File: src/hdl/soc_consts.svh
// SoC bus constants
`ifndef SOC_CONSTS_SVH
`define SOC_CONSTS_SVH

// Lanes and data path
`define SOC_NR_LANES   4
`define SOC_DATA_W     (32 * `SOC_NR_LANES)
`define SOC_STRB_W     (`SOC_DATA_W / 8)
`define SOC_ADDR_W     32
`define SOC_APB_W      32

// L2 depth in wide words
`define SOC_L2_WORDS   1024
`define SOC_L2_IDX_W   10

// Memory map
`define SOC_DRAM_BASE  32'h8000_0000
`define SOC_DRAM_LEN   32'h4000_0000
`define SOC_UART_BASE  32'hC000_0000
`define SOC_CTRL_BASE  32'hD000_0000
`define SOC_PERIPH_LEN 32'h0000_1000

`endif

File: src/hdl/soc_pkg.sv
// SoC bus types
`include "soc_consts.svh"

package soc_pkg;

  // Target of an accepted request
  typedef enum logic [1:0] {
    REGION_L2,
    REGION_UART,
    REGION_CTRL,
    REGION_NONE
  } soc_region_e;

  // Address as seen by the L2 banks
  typedef struct packed {
    logic [3:0]                                                     tag;
    logic [`SOC_ADDR_W-`SOC_L2_IDX_W-$clog2(`SOC_STRB_W)-5:0]       unused;
    logic [`SOC_L2_IDX_W-1:0]                                       idx;
    logic [$clog2(`SOC_STRB_W)-1:0]                                 offset;
  } soc_mem_addr_t;

  // Address as seen by the peripherals
  // Lane select spans bits 3 to 2, its upper bit shared with reg_idx
  typedef struct packed {
    logic [3:0]               tag;
    logic [`SOC_ADDR_W-11:0]  unused;
    logic [2:0]               reg_idx;
    logic                     lane_lsb;
    logic [1:0]               byte_sel;
  } soc_periph_addr_t;

  typedef union packed {
    soc_mem_addr_t    mem;
    soc_periph_addr_t periph;
  } soc_addr_u;

endpackage

File: src/hdl/resp_merge.sv
// Response merge
`timescale 1ns/1ps
`include "soc_consts.svh"

module resp_merge (
  input  logic                           clk_i,
  input  logic                           rst_i,
  input  logic                           acc_i,
  input  logic [1:0]                     region_i,
  input  logic [1:0]                     lane_i,
  input  logic [`SOC_NR_LANES-1:0][31:0] bank_rdata_i,
  input  logic [63:0]                    ctrl_rdata_i,
  input  logic                           uart_done_i,
  input  logic [`SOC_APB_W-1:0]          uart_rdata_i,
  output logic                           rvalid_o,
  output logic [`SOC_DATA_W-1:0]         rdata_o
);

  import soc_pkg::*;

  soc_region_e region;
  soc_region_e region_q;
  logic        valid_q;
  logic [1:0]  lane_q;

  assign region = soc_region_e'(region_i);

  // Fixed one-cycle response for everything but UART
  always_ff @(posedge clk_i) begin
    if (rst_i) begin
      valid_q <= 1'b0;
    end else begin
      valid_q <= acc_i && region != REGION_UART;
    end
  end

  always_ff @(posedge clk_i) begin
    if (acc_i) begin
      region_q <= region;
    end
    // Lane kept until the APB transfer completes
    if (acc_i && region == REGION_UART) begin
      lane_q <= lane_i;
    end
  end

  assign rvalid_o = valid_q | uart_done_i;

  ////////////////////
  // Read data
  ////////////////////

  always_comb begin
    rdata_o = '0;
    if (uart_done_i) begin
      rdata_o[lane_q*`SOC_APB_W +: `SOC_APB_W] = uart_rdata_i;
    end else begin
      case (region_q)
        REGION_L2:   rdata_o = bank_rdata_i;
        REGION_CTRL: rdata_o[63:0] = ctrl_rdata_i;
        default:     rdata_o = '0;
      endcase
    end
  end

endmodule

File: config.mk
export PLATFORM = sky130hd
export DESIGN_NAME = resp_merge
export DESIGN_NICKNAME = d
export VERILOG_FILES = /design/src/hdl/soc_pkg.sv /design/src/hdl/resp_merge.sv
export VERILOG_INCLUDE_DIRS = /design/src /design/src/hdl
export SDC_FILE = /design/constraint.sdc
export NUM_CORES = 1
export LEC_CHECK = 0
export BUFFER_PORTS_ARGS = -buffer_cell sky130_fd_sc_hd__buf_2
export CAP_MARGIN = 25
export CORE_AREA = 5 5 136 138
export CTS_CLUSTER_DIAMETER = 80
export DETAILED_ROUTE_END_ITERATION = 6
export DIE_AREA = 0 0 141 143
export SLEW_MARGIN = 10
export SYNTH_ARGS = -nofsm -noshare
export SYNTH_HDL_FRONTEND = slang
export SYNTH_SLANG_ARGS = --single-unit
File: constraint.sdc
create_clock -name clk_i -period 1.9 [get_ports clk_i]
set_input_delay 0.19 -clock clk_i [delete_from_list [all_inputs] [get_ports clk_i]]
set_output_delay 0.19 -clock clk_i [all_outputs]
set_load 0.01 [all_outputs]
==> impl_results.md <==
- Most frequent cells in the layout: buf_2, mux2i_1, o2bb2ai_2
- Ys flop type: edfxtp_1
- Diodes inserted: 0
- Post-Syn Instances: 251
- Worst-Margin Slew: 0.6476 ns
- Syn Std Cell Area: 0.002355 mm²
- Number of H-tree levels: 1
- Worst setup margin: -0.2785 ns
- Port Buffers: 360
- # Max-Cap Violations: 0
- Layout Nets: 866
- Post-synth EDFFs: 4
- Commonest non-fill, non-tap cell in the layout: buf_2
- Min-delay worst type: in2reg
- Synth cell types: 26
- Fillers: 1767
- Vias in the first global route: 4033
- Hold Vio Cnt, Final: 0
- CTS tree: built
- Final GP Congestion: 0.9233
- Slew HR: 56.82%
- Multi-input gate area: 0.002668 mm²
- Gr usage total: 15.65%
- Warnings, synthesis: 0
- Ys async rst share: 0%
- Largest net degree at the start of global routing: 41
- Layout area overhead: 153.0%
- Seq/Total Area, Yosys: 5.951%
- Power density cells: 275.1 mW/mm²
- Crit end category: output port
- Vias/cell: 4.657
- Drt wl/cell: 21.83 µm
- Clock tree buffer depth: 2
- Crit path required time: 1.71 ns
- Critical Path Start Type: register
- Final Max Slew Viols: 0
- Horiz. Die Dim: 141 µm
- TritonCTS Buffers: 3
- Cell total after placement: 827
- Yosys reg bits: 5
- WHS: 0.1218 ns
- HPWL after DPL: 13.62 mm
- Failing checks: setup timing
- Synth Net Count: 488
- Static leakage: 3.100 nW
- VDD IR max: 0.7478 mV
- Clock-pin slew on the worst setup and hold paths: 0.03 ns
- Layout cells sized above 1: 81.21%
- Routed wire length: 18.62 mm
- Clock root cell: clkbuf_16
- Detail Route Antenna Nets: 0
- Unrepaired setup endpoints after global routing: yes
- DR pass1 iterations: 4
- Seq. cell area: 140.1 µm²
- Via count: 3972
- Status: finished, violations left
- F_max: 459.0 MHz
- Final std cells w/o fill: 853
- Setup_tns: -20.97 ns
- CTS Sinks: 5
- Layout Utilization: 34.93%
- Min Tclk post-route: 2.178 ns
- First-pass GRT wire length: 24.76 mm
- Critical path data arrival time: 1.99 ns
- Initial antenna violation count: 0
- Die Ht: 143 µm
- Final Cycle Share: 114.7%
- Syn Area/Cell: 9.382 µm²
- DRT iter0 DRCs: 175
- Starting Density: 13.81%
- Global route overflow: 0
- Rows: 48
- Worst-path maximum fanout: 5
- CP Class: reg2out
- Final setup violation count: 124
- Ports: 361
- Cts hold-fix bufs: 0
- Die footprint: 0.02016 mm²
- CORE AREA: 0.01706 mm²
- Post-route DRC: 0
-- power by group --
part	switching, W	internal (W)
clock	0.0000627	0.000277
sequential	0.00000446	0.000127
combinational	0.000592	0.000576
-- cells by family after synthesis --
| family | after synthesis | share of synthesized area [%] |
|---|---|---|
| adders and majority gates | 5 | 2.657 |
| buffers and inverters | 35 | 10.20 |
| DFF | 5 | 5.951 |
| and+or+nand+nor | 14 | 5.208 |
| muxes | 64 | 27.20 |
| AOI/OAI and AO/OA | 128 | 48.78 |
-- worst paths after layout --
kind / start / to / slack, ns / depth (start not counted)
setup / recovery: lane_q[0] / rdata_o[102] / -0.28 / 9
hold / removal: rst_i / valid_q / 0.12 / 2
-- state kept, by name (all words and copies together) (netlist names) --
signal and cells:
lane_q 2, region_q 2, valid_q 1
-- through the flow --
stage | instance area (µm²) | total power (W) | setup slack, ns
floorplan | 2355 | 0.0005556 | 0.02423
finish | 5957 | 0.001639 | -0.2785
detailed placement | 4468 | 0.001071 | -0.04633
global placement | 4468 | 0.001067 | 0.03948
CTS | 5463 | 0.001550 | -0.2302
global route | 5957 | 0.001728 | -0.3505
-- metal layers --
metal	routed length (µm)	vias up	global-route usage, %
met1	7541	1912	20.23
met2	9470	220	27.62
met5	0	-	0
li1	-	1822	-
met3	1375	18	3.048
met4	234	0	2.346
-- critical path: stages, from the launching register on --
cell	delay, ns
edfxtp_1	0.39
inv_2	0.14
ha_4	0.23
buf_6	0.13
nor3b_4	0.19
buf_6	0.15
buf_12	0.12
buf_12	0.11
a22o_1	0.14
buf_2	0.14
-- cell type report --
| cell class | instances | area share [%] |
|---|---|---|
| Timing Repair Buffer | 406 | 46.69 |
| Multi-Input combinational cell | 211 | 44.78 |
| Tap cell | 225 | 4.726 |
| Sequential cell | 5 | 2.352 |
| Clock buffer | 4 | 1.323 |
| Inverter | 2 | 0.1260 |
-- what timing repair did --
item                       CTS  global route
cloned                       9             4
pin swaps                    8            11
setup endpoints to repair  128           128
buffers inserted            11             3
resized for setup          109            65
-- Yosys cell counts (2+ instances only) --
master | number | share of area (%)
buf_2 | 12 | 2.6
edfxtp_1 | 4 | 5.1
clkbuf_1 | 2 | 0.32
buf_4 | 12 | 3.8
mux2i_1 | 64 | 27
a22o_1 | 42 | 16
o2bb2ai_1 | 64 | 24
buf_6 | 6 | 2.9
ha_1 | 5 | 2.7
a22o_2 | 22 | 9.4
inv_1 | 2 | 0.32
nor2b_1 | 2 | 0.53
(Power assumes the default switching activity.)
