==> src/hdl/soc_consts.svh <==
// SoC bus constants
`ifndef SOC_CONSTS_SVH
`define SOC_CONSTS_SVH

// Lanes and data path
`define SOC_NR_LANES   4
`define SOC_DATA_W     (32 * `SOC_NR_LANES)
`define SOC_STRB_W     (`SOC_DATA_W / 8)
`define SOC_ADDR_W     32
`define SOC_APB_W      32

// L2 depth in wide words
`define SOC_L2_WORDS   1024
`define SOC_L2_IDX_W   10

// Memory map
`define SOC_DRAM_BASE  32'h8000_0000
`define SOC_DRAM_LEN   32'h4000_0000
`define SOC_UART_BASE  32'hC000_0000
`define SOC_CTRL_BASE  32'hD000_0000
`define SOC_PERIPH_LEN 32'h0000_1000

`endif

==> src/hdl/soc_pkg.sv <==
// SoC bus types
`include "soc_consts.svh"

package soc_pkg;

  // Target of an accepted request
  typedef enum logic [1:0] {
    REGION_L2,
    REGION_UART,
    REGION_CTRL,
    REGION_NONE
  } soc_region_e;

  // Address as seen by the L2 banks
  typedef struct packed {
    logic [3:0]                                                     tag;
    logic [`SOC_ADDR_W-`SOC_L2_IDX_W-$clog2(`SOC_STRB_W)-5:0]       unused;
    logic [`SOC_L2_IDX_W-1:0]                                       idx;
    logic [$clog2(`SOC_STRB_W)-1:0]                                 offset;
  } soc_mem_addr_t;

  // Address as seen by the peripherals
  // Lane select spans bits 3 to 2, its upper bit shared with reg_idx
  typedef struct packed {
    logic [3:0]               tag;
    logic [`SOC_ADDR_W-11:0]  unused;
    logic [2:0]               reg_idx;
    logic                     lane_lsb;
    logic [1:0]               byte_sel;
  } soc_periph_addr_t;

  typedef union packed {
    soc_mem_addr_t    mem;
    soc_periph_addr_t periph;
  } soc_addr_u;

endpackage

==> src/hdl/addr_router.sv <==
// Address decode and steering
`timescale 1ns/1ps
`include "soc_consts.svh"

module addr_router (
  input  logic                     req_i,
  input  logic                     we_i,
  input  soc_pkg::soc_addr_u       addr_i,
  input  logic                     uart_busy_i,
  output logic                     gnt_o,
  output logic [`SOC_NR_LANES-1:0] bank_en_o,
  output logic                     bank_we_o,
  output logic [`SOC_L2_IDX_W-1:0] bank_idx_o,
  output logic                     ctrl_wr_o,
  output logic                     ctrl_rd_o,
  output logic                     uart_start_o,
  output logic                     acc_o,
  output soc_pkg::soc_region_e     acc_region_o
);

  import soc_pkg::*;

  logic [`SOC_ADDR_W-1:0] addr;

  assign addr = addr_i;

  // Window match, offset from base must fall inside the length
  always_comb begin
    if (addr - `SOC_DRAM_BASE < `SOC_DRAM_LEN) begin
      acc_region_o = REGION_L2;
    end else if (addr - `SOC_UART_BASE < `SOC_PERIPH_LEN) begin
      acc_region_o = REGION_UART;
    end else if (addr - `SOC_CTRL_BASE < `SOC_PERIPH_LEN) begin
      acc_region_o = REGION_CTRL;
    end else begin
      acc_region_o = REGION_NONE;
    end
  end

  // Only a running APB transfer holds off the requester
  assign gnt_o = ~uart_busy_i;
  assign acc_o = req_i & gnt_o;

  ////////////////////
  // Target strobes
  ////////////////////

  assign bank_en_o  = {`SOC_NR_LANES{acc_o && acc_region_o == REGION_L2}};
  assign bank_we_o  = we_i;
  assign bank_idx_o = addr_i.mem.idx;

  assign ctrl_wr_o = acc_o && acc_region_o == REGION_CTRL && we_i;
  assign ctrl_rd_o = acc_o && acc_region_o == REGION_CTRL && !we_i;

  assign uart_start_o = acc_o && acc_region_o == REGION_UART;

endmodule

==> config.mk <==
export PLATFORM = sky130hd
export DESIGN_NAME = addr_router
export DESIGN_NICKNAME = d
export VERILOG_FILES = /design/src/hdl/soc_pkg.sv /design/src/hdl/addr_router.sv
export VERILOG_INCLUDE_DIRS = /design/src /design/src/hdl
export SDC_FILE = /design/constraint.sdc
export NUM_CORES = 1
export LEC_CHECK = 0
export ABC_AREA = 1
export BUFFER_PORTS_ARGS = -buffer_cell sky130_fd_sc_hd__buf_2
export CAP_MARGIN = 20
export CORE_AREA = 10 10 47 49
export DETAILED_ROUTE_END_ITERATION = 8
export DIE_AREA = 0 0 57 59
export PLACE_DENSITY = 0.73
export SLEW_MARGIN = 30
export SYNTH_ARGS = -nofsm -noshare
export SYNTH_HDL_FRONTEND = slang
export SYNTH_SLANG_ARGS = --single-unit
==> constraint.sdc <==
create_clock -name vclk -period 0.9
set_clock_uncertainty 0.2 [all_clocks]
set_input_delay 0.135 -clock vclk [all_inputs]
set_output_delay 0.135 -clock vclk [all_outputs]
set_load 0.02 [all_outputs]
==> summary.txt <==
Yosys
  – Post-Synth Simple-Gate Area: 47.93%
  – Adder-Cell Fraction of Synth Area: 0%
  – Commonest cells in the netlist: nor2_1 (15), buf_4 (14), inv_1 (8)
  – Synth Area in XOR/XNOR: 0%
  – Avg Cell Area, Syn: 5.430 um^2
  – Sequential area share after synthesis: 0%
  – Count leader, synth: nor2_1
  – Syn nets: 85
  – Yosys cell types: 11
  – Post-Syn Instances: 50
  – Area of the mapped netlist: 271.5 um^2
  – Largest family of logic cells by synthesized area: buffers and inverters
  – Area leader, netlist: buf_4
  – Area contributors post-synth: buf_4 (39%), nor2_1 (21%), inv_1 (11%), nand2_1 (5.5%), nand4_2 (4.6%)
  – YS warnings: 0
  – Synth Area in Compound Gates: 2.304%
  – Top cell type's share of synthesized area: 38.71%
  – Mux cell area share after synthesis: 0%

Timing
  – Final setup fails: 9
  – Worst-Margin Slew: 0.1556 ns
  – Final WS setup: -0.3491 ns
  – Max-slew headroom: 89.60%
  – Fmax: 0.8006 GHz
  – Slew Limit Fails: 0
  – Min cycle time layout: 1.249 ns
  – Setup tns final: -2.361 ns
  – Final Hold Fails: 0
  – RSZ-0062 raised after global routing: yes
  – Final hold slack: 0.07001 ns
  – Crit share post-route: 138.8%

Floorplanning
  – Area of the core: 1401 um^2
  – Initial Util: 19.37%
  – Chip height: 59 um
  – Rows: 14
  – Die Wd: 57 um
  – Die footprint: 3363 um^2
  – IO Pins: 57

Setup path
  – Cells along the critical path: buf_6 -> nor2_4 -> nand2_2 -> nor2_4 -> nand4_4 -> nor2_4 -> buf_6
  – CP Class: primary input to output pin
  – Worst Setup EP: ctrl_rd_o
  – Setup crit end kind: output pin
  – CP startpoint: addr_i[23]
  – CP max FO: 3
  – Crit start category: primary input
  – Most frequent CP cell: nor2_4
  – Crit-path max cell delay: 0.15 ns
  – Worst EP arrival: 0.91 ns
  – CP max stage cell: nor2_4
  – Critical path required time: 0.56 ns

Cells and area
  – # diodes: 0
  – Layout cells sized above 1: 90.91%
  – Sequential cells: 0
  – Post-layout util: 47.50%
  – Post-route insts no fill: 93
  – Seq. cell area: 0 um^2
  – Final Net Count: 114
  – P&R area growth vs syn: 145.2%
  – Fill cell count: 145
  – Layout clock buffers: 0

Global routing
  – Vias in the first global route: 422
  – Total grt overflow: 0
  – First-pass GRT wire length: 1849 um
  – Initial antenna violation count: 0
  – Pin count of the biggest net entering global routing: 5
  – Total GRT Usage: 6.188%

Power and ir drop
  – Peak VDD IR: 0.1240 mV
  – Cell internal pwr: 128.2 uW
  – Lkg Pwr: 0.0003145 uW
  – Final Power: 241.9 uW
  – Clk network pwr share: 0%
  – Power share of the sequential group: 0%
  – Sw Ratio: 46.99%
  – NetSw: 113.7 uW
  – Logic pwr share: 100.0%
  – Power per Cell Area: 363.4 nW/um^2

Detailed routing
  – Initial DRC Count: 1
  – WL final: 1163 um
  – Routed Antenna Nets: 0
  – First-pass DRT Iterations: 2
  – DRC: 0
  – Routed WL per cell: 12.51 um
  – Vias per cell: 4.161
  – Vias post-DR: 387

Hold path
  – Hold Path Class: primary input to output pin

Status
  – Outcome: complete, but fails checks
  – Failing checks: setup timing

Placement
  – Gpl congestion: 0.6443
  – Placed cells: 91
  – Port bufs: 37

CTS
  – Hold-fix buffers, CTS: 0

Job
  – Max-cap violations: 0
==> cell type report <==
type | instances | area [um^2] | area share, %
well taps | 16 | 20.02 | 3.008
repair buffers | 41 | 349.1 | 52.44
multi-input cells | 28 | 259.0 | 38.91
inverters | 8 | 37.54 | 5.639
==> metrics by stage <==
stage / cell area (um^2) / setup slack, ns
6_report: 665.6 / -0.3491
5_1_grt: 665.6 / -0.4379
4_1_cts: 628.1 / -0.3833
3_5_place_dp: 455.4 / -0.4610
3_3_place_gp: 455.4 / -0.4341
2_1_floorplan: 351.6 / -0.2355
==> cells in the final DEF (no fill, tap or decap) <==
cell / n
inv_1: 2
buf_4: 6
nand4_4: 1
a31oi_2: 1
nor2_2: 2
and2_4: 1
nand4_1: 1
nor2_4: 13
inv_2: 5
buf_6: 19
inv_8: 1
nand3_2: 1
nand2_2: 4
buf_2: 15
nand3_1: 1
nor2_1: 3
buf_8: 1
==> metal layers <==
layer  up-vias  track usage, %  routed length [um]
met3         2           2.575                 169
met2        24           12.09                 676
met1       170           6.079                 309
li1        191               -                   -
met5         -               0                   0
met4         0          0.6711                   8
==> worst max-delay path: cells and delay by family <==
family,cells,cell delay [ns]
buf+inv,2,0.22
simple gates,5,0.56
==> cell families after synthesis <==
group	after synthesis
buffers and inverters	22
AO/OA/AOI/OAI	1
AND/OR/NAND/NOR	27
==> power by group through the flow <==
stage	logic, uW	registers [uW]	clock network [uW]
after global routing	262	0	0
after CTS	226	0	0
after detailed placement	165	0	0
after floorplan	144	0	0
after global placement	161	0	0
final	242	0	0
==> worst min-delay path by stage <==
stage	to	start	slack (ns)	cells after the start
floorplan	ctrl_rd_o	we_i	0.10	1
finish	bank_idx_o[2]	addr_i[6]	0.07	0
detailed placement	bank_idx_o[2]	addr_i[6]	0.07	0
global placement	bank_idx_o[2]	addr_i[6]	0.07	0
global route	bank_idx_o[3]	addr_i[7]	0.07	0
CTS	bank_idx_o[2]	addr_i[6]	0.07	0
==> timing repair <==
action / 4_1_cts / 5_1_grt
setup buffers: 2 / 0
gates resized for setup: 44 / 8
endpoints found under the setup margin: 10 / 9
hold endpoints to repair: 0 / 0
pin swaps: 17 / 11
No activity file was read; power rests on OpenSTA's default activity.
