### config.mk
export PLATFORM = sky130hd
export DESIGN_NAME = uart_apb_bridge
export DESIGN_NICKNAME = d
export VERILOG_FILES = /design/src/hdl/soc_pkg.sv /design/src/hdl/uart_apb_bridge.sv
export VERILOG_INCLUDE_DIRS = /design/src /design/src/hdl
export SDC_FILE = /design/constraint.sdc
export NUM_CORES = 1
export LEC_CHECK = 0
export BUFFER_PORTS_ARGS = -buffer_cell sky130_fd_sc_hd__buf_2
export CORE_AREA = 2 2 115 117
export DETAILED_ROUTE_END_ITERATION = 8
export DIE_AREA = 0 0 117 119
export HOLD_SLACK_MARGIN = 0.12
export PLACE_DENSITY_LB_ADDON = 0.15
export SLEW_MARGIN = 20
export SYNTH_ARGS = -nofsm -noshare
export SYNTH_HDL_FRONTEND = slang
export SYNTH_SLANG_ARGS = --single-unit
### constraint.sdc
create_clock -name clk_i -period 18.1 [get_ports clk_i]
set_input_delay 1.81 -clock clk_i [delete_from_list [all_inputs] [get_ports clk_i]]
set_output_delay 1.81 -clock clk_i [all_outputs]
set_load 0.02 [all_outputs]
### src/hdl/soc_consts.svh
// SoC bus constants
`ifndef SOC_CONSTS_SVH
`define SOC_CONSTS_SVH

// Lanes and data path
`define SOC_NR_LANES   4
`define SOC_DATA_W     (32 * `SOC_NR_LANES)
`define SOC_STRB_W     (`SOC_DATA_W / 8)
`define SOC_ADDR_W     32
`define SOC_APB_W      32

// L2 depth in wide words
`define SOC_L2_WORDS   1024
`define SOC_L2_IDX_W   10

// Memory map
`define SOC_DRAM_BASE  32'h8000_0000
`define SOC_DRAM_LEN   32'h4000_0000
`define SOC_UART_BASE  32'hC000_0000
`define SOC_CTRL_BASE  32'hD000_0000
`define SOC_PERIPH_LEN 32'h0000_1000

`endif

### src/hdl/soc_pkg.sv
// SoC bus types
`include "soc_consts.svh"

package soc_pkg;

  // Target of an accepted request
  typedef enum logic [1:0] {
    REGION_L2,
    REGION_UART,
    REGION_CTRL,
    REGION_NONE
  } soc_region_e;

  // Address as seen by the L2 banks
  typedef struct packed {
    logic [3:0]                                                     tag;
    logic [`SOC_ADDR_W-`SOC_L2_IDX_W-$clog2(`SOC_STRB_W)-5:0]       unused;
    logic [`SOC_L2_IDX_W-1:0]                                       idx;
    logic [$clog2(`SOC_STRB_W)-1:0]                                 offset;
  } soc_mem_addr_t;

  // Address as seen by the peripherals
  // Lane select spans bits 3 to 2, its upper bit shared with reg_idx
  typedef struct packed {
    logic [3:0]               tag;
    logic [`SOC_ADDR_W-11:0]  unused;
    logic [2:0]               reg_idx;
    logic                     lane_lsb;
    logic [1:0]               byte_sel;
  } soc_periph_addr_t;

  typedef union packed {
    soc_mem_addr_t    mem;
    soc_periph_addr_t periph;
  } soc_addr_u;

endpackage

### src/hdl/uart_apb_bridge.sv
// UART APB master
`timescale 1ns/1ps
`include "soc_consts.svh"

module uart_apb_bridge (
  input  logic                    clk_i,
  input  logic                    rst_i,
  input  logic                    start_i,
  input  logic                    we_i,
  input  soc_pkg::soc_addr_u      addr_i,
  input  logic [`SOC_DATA_W-1:0]  wdata_i,
  output logic                    busy_o,
  output logic                    done_o,
  output logic [`SOC_APB_W-1:0]   rdata_o,
  output logic                    uart_psel_o,
  output logic                    uart_penable_o,
  output logic                    uart_pwrite_o,
  output logic [`SOC_ADDR_W-1:0]  uart_paddr_o,
  output logic [`SOC_APB_W-1:0]   uart_pwdata_o,
  input  logic [`SOC_APB_W-1:0]   uart_prdata_i,
  input  logic                    uart_pready_i
);

  localparam logic [1:0] ST_IDLE   = 2'd0;
  localparam logic [1:0] ST_SETUP  = 2'd1;
  localparam logic [1:0] ST_ACCESS = 2'd2;

  logic [1:0] state_q;
  logic [1:0] lane;
  logic       launch;
  logic       finish;

  // Lane of the wide word that carries the APB data
  assign lane   = {addr_i.periph.reg_idx[0], addr_i.periph.lane_lsb};
  assign launch = state_q == ST_IDLE && start_i;
  assign finish = state_q == ST_ACCESS && uart_pready_i;

  ////////////////////
  // FSM
  ////////////////////

  always_ff @(posedge clk_i) begin
    if (rst_i) begin
      state_q <= ST_IDLE;
      done_o  <= 1'b0;
    end else begin
      done_o <= finish;
      case (state_q)
        ST_IDLE: begin
          if (start_i) begin
            state_q <= ST_SETUP;
          end
        end
        ST_SETUP: begin
          state_q <= ST_ACCESS;
        end
        ST_ACCESS: begin
          if (uart_pready_i) begin
            state_q <= ST_IDLE;
          end
        end
        default: begin
          state_q <= ST_IDLE;
        end
      endcase
    end
  end

  // Request fields held for the whole transfer
  always_ff @(posedge clk_i) begin
    if (launch) begin
      uart_paddr_o  <= addr_i;
      uart_pwrite_o <= we_i;
      uart_pwdata_o <= wdata_i[lane*`SOC_APB_W +: `SOC_APB_W];
    end
    if (finish) begin
      rdata_o <= uart_prdata_i;
    end
  end

  assign busy_o         = state_q != ST_IDLE;
  assign uart_psel_o    = state_q != ST_IDLE;
  assign uart_penable_o = state_q == ST_ACCESS;

endmodule

==> impl_metrics.tcl <==
set metrics [dict create \
    vias_per_cell 4.31 \
    netSwitchingFraction 0.213 \
    syn_to_final_growth_pct 51.0 \
    status "completed" \
    power_density_nw_per_um2 95.0 \
    rows 42 \
    nets 648 \
    finalCritPeriodShare 0.163 \
    hold_ws_ns 0.538 \
    grt_antenna_before_repair 1 \
    grt_overflow 0 \
    final_area_sq_um 5820 \
    fp.dieArea_sq_um 13900 \
    rsz0062_at_grt "false" \
    dr_wl_met3_microns 1270 \
    yosysSeqAreaShare 0.771 \
    first_global_vias 2843 \
    required_ns 16.29 \
    ios 298 \
    p_switching_uw 118 \
    routedWlPerCell_microns 16.4 \
    hold_path.class "reg -> reg" \
    max_slew_margin 0.440 \
    synth_top_area_frac 0.755 \
    path_cells "or2_2 > buf_2" \
    die_y_microns 119 \
    cts.path.max_buffers 2 \
    vias 2730 \
    ir_drop_mv 0.0346 \
    setup_viol 0 \
    drt_iter0_markers 197 \
    cts_tree "built" \
    post-cts-setup-buffer-count 0 \
    yosys.area.top_type "edfxtp_1" \
    postSynthCellCount 149 \
    drtAntennaViolNets 0 \
    dr_wl_met2_microns 5430 \
    final_util 0.452 \
    final_common_cell "buf_2" \
    crit_arrival_ns 1.14 \
    yosysUniqueCellTypes 15 \
    dpl_cell_area_sq_um 5490 \
    netlist_top_cells_area "edfxtp_1, mux4_2, buf_12, dfxtp_1, mux4_1" \
    max_stage_delay_ns 0.35 \
    p_int_uw 435 \
    cap_violations 0 \
    dr.pass1.iters 4 \
    slew_violations 0 \
    grt.total_usage 0.146 \
    fp.dieW_microns 117 \
    numClockSinks 100 \
    finClkSkew_ns 0.00467 \
    fmax_mhz 339 \
    worst_skew_pair.late_latency_ns 0.33 \
    top_layer_used "met4" \
    initial_core_util 0.300 \
    htree_num_levels 3 \
    p_comb_frac 0.132 \
    min_period_ns 2.95 \
    setup-tns-final_ns 0 \
    cts-root-buf "clkbuf_16" \
    numCtsBuffers 9 \
    syn-num-nets 346 \
    core_area_sq_um 12900 \
    grt_pass1_wl_microns 14800 \
    drc 0 \
    postCtsHoldBufs 0 \
    ys.warnings.count 0 \
    crit_buf_inv 1 \
    worstPathMaxFanout 6 \
    synth_seq_cells 100 \
    tightestPinTransition_ns 0.840 \
    routed_wl_microns 10400 \
    grt_max_degree 67 \
    cts.clk_slew.worst_paths_ns 0.06 \
    critPathTopFamily "flip-flops" \
    gp_congestion 0.823 \
    finalHoldViolCount 0 \
    wl_met1_microns 3530 \
    post_cts_resized 0 \
    cpMaxStageDelayCell "dfxtp_1" \
    portBuffers 297 \
    p_leak_uw 0.00252 \
    drive_above_1_share 0.759 \
    power_uw 553 \
    dp_hpwl_microns 8500 \
    crit_type "reg -> out" \
    clockPowerShare 0.372 \
    seqPwrFrac 0.496 \
    synth_area_per_cell_sq_um 25.9 \
    final_cell_mix "buf_2, edfxtp_1, mux4_2, clkbuf_16" \
    start_kind "flop" \
    endpoint_kind "output pin" \
    syn_area_sq_um 3860 \
]
[final cells by class]
type | instances | area, sq um
clock buffers | 13 | 260
repair buffers | 299 | 1500
multi-input cells | 41 | 795
clock inverters | 3 | 68.8
well taps | 176 | 220
fillers | 1163 | 7050
flip-flops and latches | 100 | 2970
diodes | 1 | 2.50
[worst paths after layout]
path / depth (start not counted) / slack [ns] / startpoint / endpoint
min: 2 / 0.54 / state_q[0]$_SDFFE_PP0P_ / state_q[1]$_SDFFE_PP0P_
max: 2 / 15.15 / state_q[1]$_SDFFE_PP0P_ / uart_psel_o
min reg2reg: 2 / 0.54 / state_q[0]$_SDFFE_PP0P_ / state_q[1]$_SDFFE_PP0P_
max reg2reg: 2 / 16.48 / state_q[1]$_SDFFE_PP0P_ / uart_pwdata_o[2]$_DFFE_PP_
[power by group through the flow]
stage | sequential [uW] | combinational [uW] | clock (uW)
detailed placement | 279 | 74.8 | 0
global route | 275 | 79.2 | 222
CTS | 274 | 74.6 | 213
global placement | 279 | 74.0 | 0
floorplan | 297 | 22.5 | 0
finish | 274 | 73.1 | 206
[layer usage]
layer | track usage | vias to the layer above
li1 | - | 1253
met1 | 0.150 | 1272
met2 | 0.262 | 191
met3 | 0.0631 | 14
met4 | 0.0500 | 0
met5 | 0 | -
[cell usage after synthesis (all sizes together)]
cell,count
a21oi,1
and3b,1
or3b,1
buf,8
mux4,32
or2,1
nor3b,1
nor2b,3
dfxtp,3
edfxtp,97
nand2b,1
[tightest hold or removal path: cells and delay by family, from the launching register on]
family | cells | cell delay (ns)
AO/OA/AOI/OAI | 1 | 0.06
AND/OR/NAND/NOR | 1 | 0.09
flip-flops | 1 | 0.35
[kinds of logic after synthesis]
family                 after synthesis  synth area share
and+or+nand+nor                      8            0.0146
buffers and inverters                8            0.0243
muxes                               32             0.189
AOI/OAI and AO/OA                    1           0.00130
DFF                                100             0.771
[sequential cells by signal, summed over array words and instances, names as in the netlist]
name,cells
done_o,1
rdata_o,32
state_q,2
uart_paddr_o,32
uart_pwdata_o,32
uart_pwrite_o,1
[through the flow]
stage	worst slack [ns]	instances
4_1_cts	14.89	632
6_report	15.15	633
2_1_floorplan	10.97	149
3_3_place_gp	14.52	616
5_1_grt	15.09	632
3_5_place_dp	14.52	616
(Power assumes the default switching activity.)
