<file path="src/hdl/soc_consts.svh">
// SoC bus constants
`ifndef SOC_CONSTS_SVH
`define SOC_CONSTS_SVH

// Lanes and data path
`define SOC_NR_LANES   4
`define SOC_DATA_W     (32 * `SOC_NR_LANES)
`define SOC_STRB_W     (`SOC_DATA_W / 8)
`define SOC_ADDR_W     32
`define SOC_APB_W      32

// L2 depth in wide words
`define SOC_L2_WORDS   1024
`define SOC_L2_IDX_W   10

// Memory map
`define SOC_DRAM_BASE  32'h8000_0000
`define SOC_DRAM_LEN   32'h4000_0000
`define SOC_UART_BASE  32'hC000_0000
`define SOC_CTRL_BASE  32'hD000_0000
`define SOC_PERIPH_LEN 32'h0000_1000

`endif

</file>
<file path="src/hdl/soc_pkg.sv">
// SoC bus types
`include "soc_consts.svh"

package soc_pkg;

  // Target of an accepted request
  typedef enum logic [1:0] {
    REGION_L2,
    REGION_UART,
    REGION_CTRL,
    REGION_NONE
  } soc_region_e;

  // Address as seen by the L2 banks
  typedef struct packed {
    logic [3:0]                                                     tag;
    logic [`SOC_ADDR_W-`SOC_L2_IDX_W-$clog2(`SOC_STRB_W)-5:0]       unused;
    logic [`SOC_L2_IDX_W-1:0]                                       idx;
    logic [$clog2(`SOC_STRB_W)-1:0]                                 offset;
  } soc_mem_addr_t;

  // Address as seen by the peripherals
  // Lane select spans bits 3 to 2, its upper bit shared with reg_idx
  typedef struct packed {
    logic [3:0]               tag;
    logic [`SOC_ADDR_W-11:0]  unused;
    logic [2:0]               reg_idx;
    logic                     lane_lsb;
    logic [1:0]               byte_sel;
  } soc_periph_addr_t;

  typedef union packed {
    soc_mem_addr_t    mem;
    soc_periph_addr_t periph;
  } soc_addr_u;

endpackage

</file>
<file path="src/hdl/ctrl_regs.sv">
// Control register block
`timescale 1ns/1ps
`include "soc_consts.svh"

module ctrl_regs (
  input  logic               clk_i,
  input  logic               rst_i,
  input  logic               wr_i,
  input  logic               rd_i,
  input  soc_pkg::soc_addr_u addr_i,
  input  logic [7:0]         be_i,
  input  logic [63:0]        wdata_i,
  output logic [63:0]        rdata_o,
  output logic [63:0]        exit_o
);

  localparam logic [63:0] DRAM_BASE = 64'(`SOC_DRAM_BASE);
  localparam logic [63:0] DRAM_END  = 64'(`SOC_DRAM_BASE) + 64'(`SOC_DRAM_LEN);

  logic [2:0] reg_idx;

  assign reg_idx = addr_i.periph.reg_idx;

  ////////////////////
  // Exit register
  ////////////////////

  always_ff @(posedge clk_i) begin
    if (rst_i) begin
      exit_o <= '0;
    end else if (wr_i && reg_idx == 3'd0) begin
      for (int b = 0; b < 8; b++) begin
        if (be_i[b]) begin
          exit_o[b*8 +: 8] <= wdata_i[b*8 +: 8];
        end
      end
    end
  end

  // Registered read port
  always_ff @(posedge clk_i) begin
    if (rd_i) begin
      case (reg_idx)
        3'd0:    rdata_o <= exit_o;
        3'd1:    rdata_o <= DRAM_BASE;
        3'd2:    rdata_o <= DRAM_END;
        default: rdata_o <= '0;
      endcase
    end
  end

endmodule

</file>
<file path="config.mk">
export PLATFORM = sky130hd
export DESIGN_NAME = ctrl_regs
export DESIGN_NICKNAME = d
export VERILOG_FILES = /design/src/hdl/soc_pkg.sv /design/src/hdl/ctrl_regs.sv
export VERILOG_INCLUDE_DIRS = /design/src /design/src/hdl
export SDC_FILE = /design/constraint.sdc
export NUM_CORES = 1
export LEC_CHECK = 0
export BUFFER_PORTS_ARGS = -buffer_cell sky130_fd_sc_hd__buf_2
export CORE_UTILIZATION = 23
export CTS_CLUSTER_DIAMETER = 50
export DETAILED_ROUTE_END_ITERATION = 12
export GPL_TIMING_DRIVEN = 0
export PLACE_DENSITY = 0.53
export SLEW_MARGIN = 20
export SYNTH_ARGS = -nofsm -noshare
export SYNTH_HDL_FRONTEND = slang
export SYNTH_SLANG_ARGS = --single-unit
</file>
<file path="constraint.sdc">
create_clock -name clk_i -period 1 [get_ports clk_i]
set_input_delay 0 -clock clk_i [delete_from_list [all_inputs] [get_ports clk_i]]
set_output_delay 0 -clock clk_i [all_outputs]
set_load 0.05 [all_outputs]
</file>
==> impl_results.rst <==
.. list-table::
   :header-rows: 1

   * - Metric
     - Value
   * - Run status
     - finished, violations left
   * - Violations in the final reports
     - hold timing
   * - Hold slack final
     - -18.2 ps
   * - DR vias
     - 4432
   * - Largest net degree at the start of global routing
     - 48
   * - Transition at the pin with the smallest max-transition slack
     - 536 ps
   * - Half-perimeter wire length of the detailed placement result
     - 11.9 mm
   * - Average size of a mapped cell
     - 12.0 um2
   * - Share of post-route cells with drive strength above 1
     - 43.0%
   * - Max Root-Sink Buffers
     - 2
   * - Post-route cell area
     - 8900 um2
   * - Die Wd
     - 153 um
   * - I/O pin count
     - 236
   * - FP Rows
     - 55
   * - Wire length after detailed routing
     - 18.5 mm
   * - Highest-count cells in the layout ignoring fill and taps
     - sky130_fd_sc_hd__buf_6, sky130_fd_sc_hd__buf_2, sky130_fd_sc_hd__dlygate4sd3_1
   * - Vias in the first global route
     - 4518
   * - Crit path max-delay family
     - flip-flops
   * - Count of input and output buffers
     - 197
   * - Share of the yosys chip area belonging to registers
     - 60.7%
   * - Number of buffers and inverters on the critical path
     - 1
   * - Max cap viols
     - 0
   * - Capture instance of the worst register-to-register path
     - rdata_o[31]
   * - Wire length of the first global-routing pass
     - 27.0 mm
   * - Post-synthesis cell type count
     - 17
   * - Unrepaired setup endpoints after global routing
     - yes
   * - Cell Count Post-Placement
     - 922
   * - Layer with the highest usage
     - met2
   * - Clock Tree Root
     - sky130_fd_sc_hd__clkbuf_16
   * - Power Total
     - 14100 uW
   * - Top achievable clock speed
     - 1.01 GHz
   * - Total congestion overflow after global routing
     - 0
   * - Maximum ir drop on the vdd rail
     - 0.000974 V
   * - Clock H-tree levels
     - 4
   * - FF-to-FF Start
     - exit_o[31]
   * - Via/cell ratio
     - 4.32
   * - Number of failing hold endpoints at the final stage
     - 17
   * - DP Area
     - 6650 um2
   * - Clock Latency Late Sink
     - 430 ps
   * - Setup slack of the critical path after layout
     - 5.75 ps
   * - Critical Path Fanout Max
     - 1
   * - Worst setup slack for register-to-register paths
     - 170 ps
   * - Met3 Use GR
     - 4.20%
   * - # fillers
     - 2172
   * - Post-route fraction of the period consumed by the critical path
     - 99.4%
   * - Most common cell after layout, fill and taps aside
     - sky130_fd_sc_hd__buf_6
   * - Worst EP arrival
     - 990 ps
   * - Number of iterations in the first detailed-routing pass
     - 4
   * - Die Area
     - 23500 um2
   * - Critical path's slowest cell
     - sky130_fd_sc_hd__edfxtp_1
   * - Setup slack at placement
     - -1070 ps
   * - Number of standard cells after synthesis
     - 439
   * - Area overhead of the layout relative to synthesis
     - 68.7%
   * - Die extent in y
     - 153 um
   * - Gpl congestion
     - 0.756
   * - Relative slew slack
     - 64.3%
   * - Post-cts hold buffer count
     - 72
   * - Final non-filler cell total
     - 1026
   * - Element type at the critical path end
     - primary output
   * - Longest individual stage delay on the worst path
     - 400 ps
   * - Power Dens Cells
     - 1580 nW/um2
   * - Worst-path cell chain
     - buf_6
   * - Starting density of the core
     - 23.4%
   * - Leakage
     - 0.00355 uW
   * - Clock tree from TritonCTS
     - built
   * - Number of synthesis warnings
     - 0
   * - Worst setup skew after layout
     - 18.0 ps
   * - Net count reported at finish
     - 836
   * - DRC violation total after the first TritonRoute iteration
     - 192
   * - Worst setup path class
     - register to primary output
   * - Period minus WS final
     - 994 ps
   * - Antenna diodes
     - 0
   * - Hold Crit Class
     - input port to register
   * - Number of antenna violations at the first check in global routing
     - 2
   * - Syn Nets
     - 547
   * - Stages on the worst setup path
     - 1
   * - Count of antenna-violating nets left after detailed routing
     - 0
   * - #FFs+latches synth
     - 128
   * - Num CTS Buffers
     - 17
   * - Overall fraction of global-route tracks in use
     - 15.6%
   * - Worst Path Required
     - 1000 ps
   * - Crit path launch type
     - register
   * - Num Clock Sinks
     - 128
   * - Depth of the worst register-to-register path
     - 2
   * - Residual DRC
     - 0
   * - Crit path capture
     - rdata_o[28]
   * - Grt met2 use
     - 25.4%
   * - Met1 track utilization from global routing
     - 19.8%
   * - CTS clock-pin slew for the worst setup and hold paths
     - 60 ps
   * - Start point of the critical path
     - rdata_o[28]
   * - Routed length per placed instance
     - 18.0 um
   * - Core region area
     - 22600 um2
   * - Post-synthesis instance area
     - 5270 um2
   * - Max Slew Vio Count
     - 0
   * - Number of failing setup endpoints in the final timing report
     - 0
==> cell families after synthesis <==
kind of cell,Yosys count,synth area share (%)
and+or+nand+nor,203,27.5
DFF,128,60.7
AOI/OAI and AO/OA,65,6.22
buffers and inverters,43,5.51
==> timing repair <==
| item | 4_1_cts | 5_1_grt |
|---|---|---|
| buffers inserted | 2 | 0 |
| gates resized for setup | 181 | 156 |
| endpoints found under the setup margin | 238 | 142 |
| hold endpoints to repair | 83 | 17 |
| pin swaps | 1 | 0 |
==> worst min-delay path by stage <==
| stage | startpoint | endpoint | slack, ps | cells past startpoint |
|---|---|---|---|---|
| finish | rd_i | rdata_o[50] | -20 | 1 |
| global route | rd_i | rdata_o[50] | -30 | 1 |
| CTS | rd_i | rdata_o[62] | -30 | 1 |
| detailed placement | wdata_i[35] | exit_o[35] | 260 | 3 |
| global placement | wdata_i[16] | exit_o[16] | 260 | 3 |
| floorplan | rd_i | rdata_o[0] | 110 | 0 |
==> sequential cells by signal (all words and copies together) (netlist names) <==
name,flops
exit_o,64
rdata_o,64
==> cells in the mapped netlist, drive strengths merged <==
master,n,area share (%)
nand4b,64,11
buf,15,3.3
o21ai,64,6.1
and2,70,8.5
clkbuf,28,2.2
a211oi,1,0.14
nand2b,64,7.6
edfxtp,64,36
nor2,1,0.071
nor4b,1,0.45
nor3,3,0.28
dfxtp,64,24
==> layer usage <==
layer,share of wire (%),vias to the layer above,routed length (um)
met5,0,-,0
met4,1.2,0,213
met3,4.9,11,904
met2,49,140,9090
met1,45,2138,8270
li1,-,2143,-
==> final cells by class <==
| type | instances | area [um2] | area share [%] |
|---|---|---|---|
| Clock buffer | 22 | 474 | 5.33 |
| Tap cell | 285 | 357 | 4.01 |
| Buffer | 41 | 292 | 3.28 |
| Sequential cell | 128 | 3270 | 36.7 |
| Multi-Input combinational cell | 268 | 1790 | 20.1 |
| Timing Repair Buffer | 272 | 2560 | 28.7 |
| Clock inverter | 10 | 158 | 1.77 |
==> metrics by stage <==
| stage | setup TNS (ps) | utilization (%) |
|---|---|---|
| 2_1_floorplan | 0 | - |
| 3_3_place_gp | -135080 | 29.3 |
| 3_5_place_dp | -96460 | 29.4 |
| 4_1_cts | -16.5 | 37.8 |
| 5_1_grt | -713 | 39.4 |
| 6_report | 0 | 39.4 |
==> power by group <==
part           internal, uW  leakage (uW)  switching (uW)
Sequential             5630       0.00120            76.6
Clock                  4360      0.000302            2410
Combinational           693       0.00205             930
Total                 10700       0.00355            3420
Power figures use the tool's default switching activity.
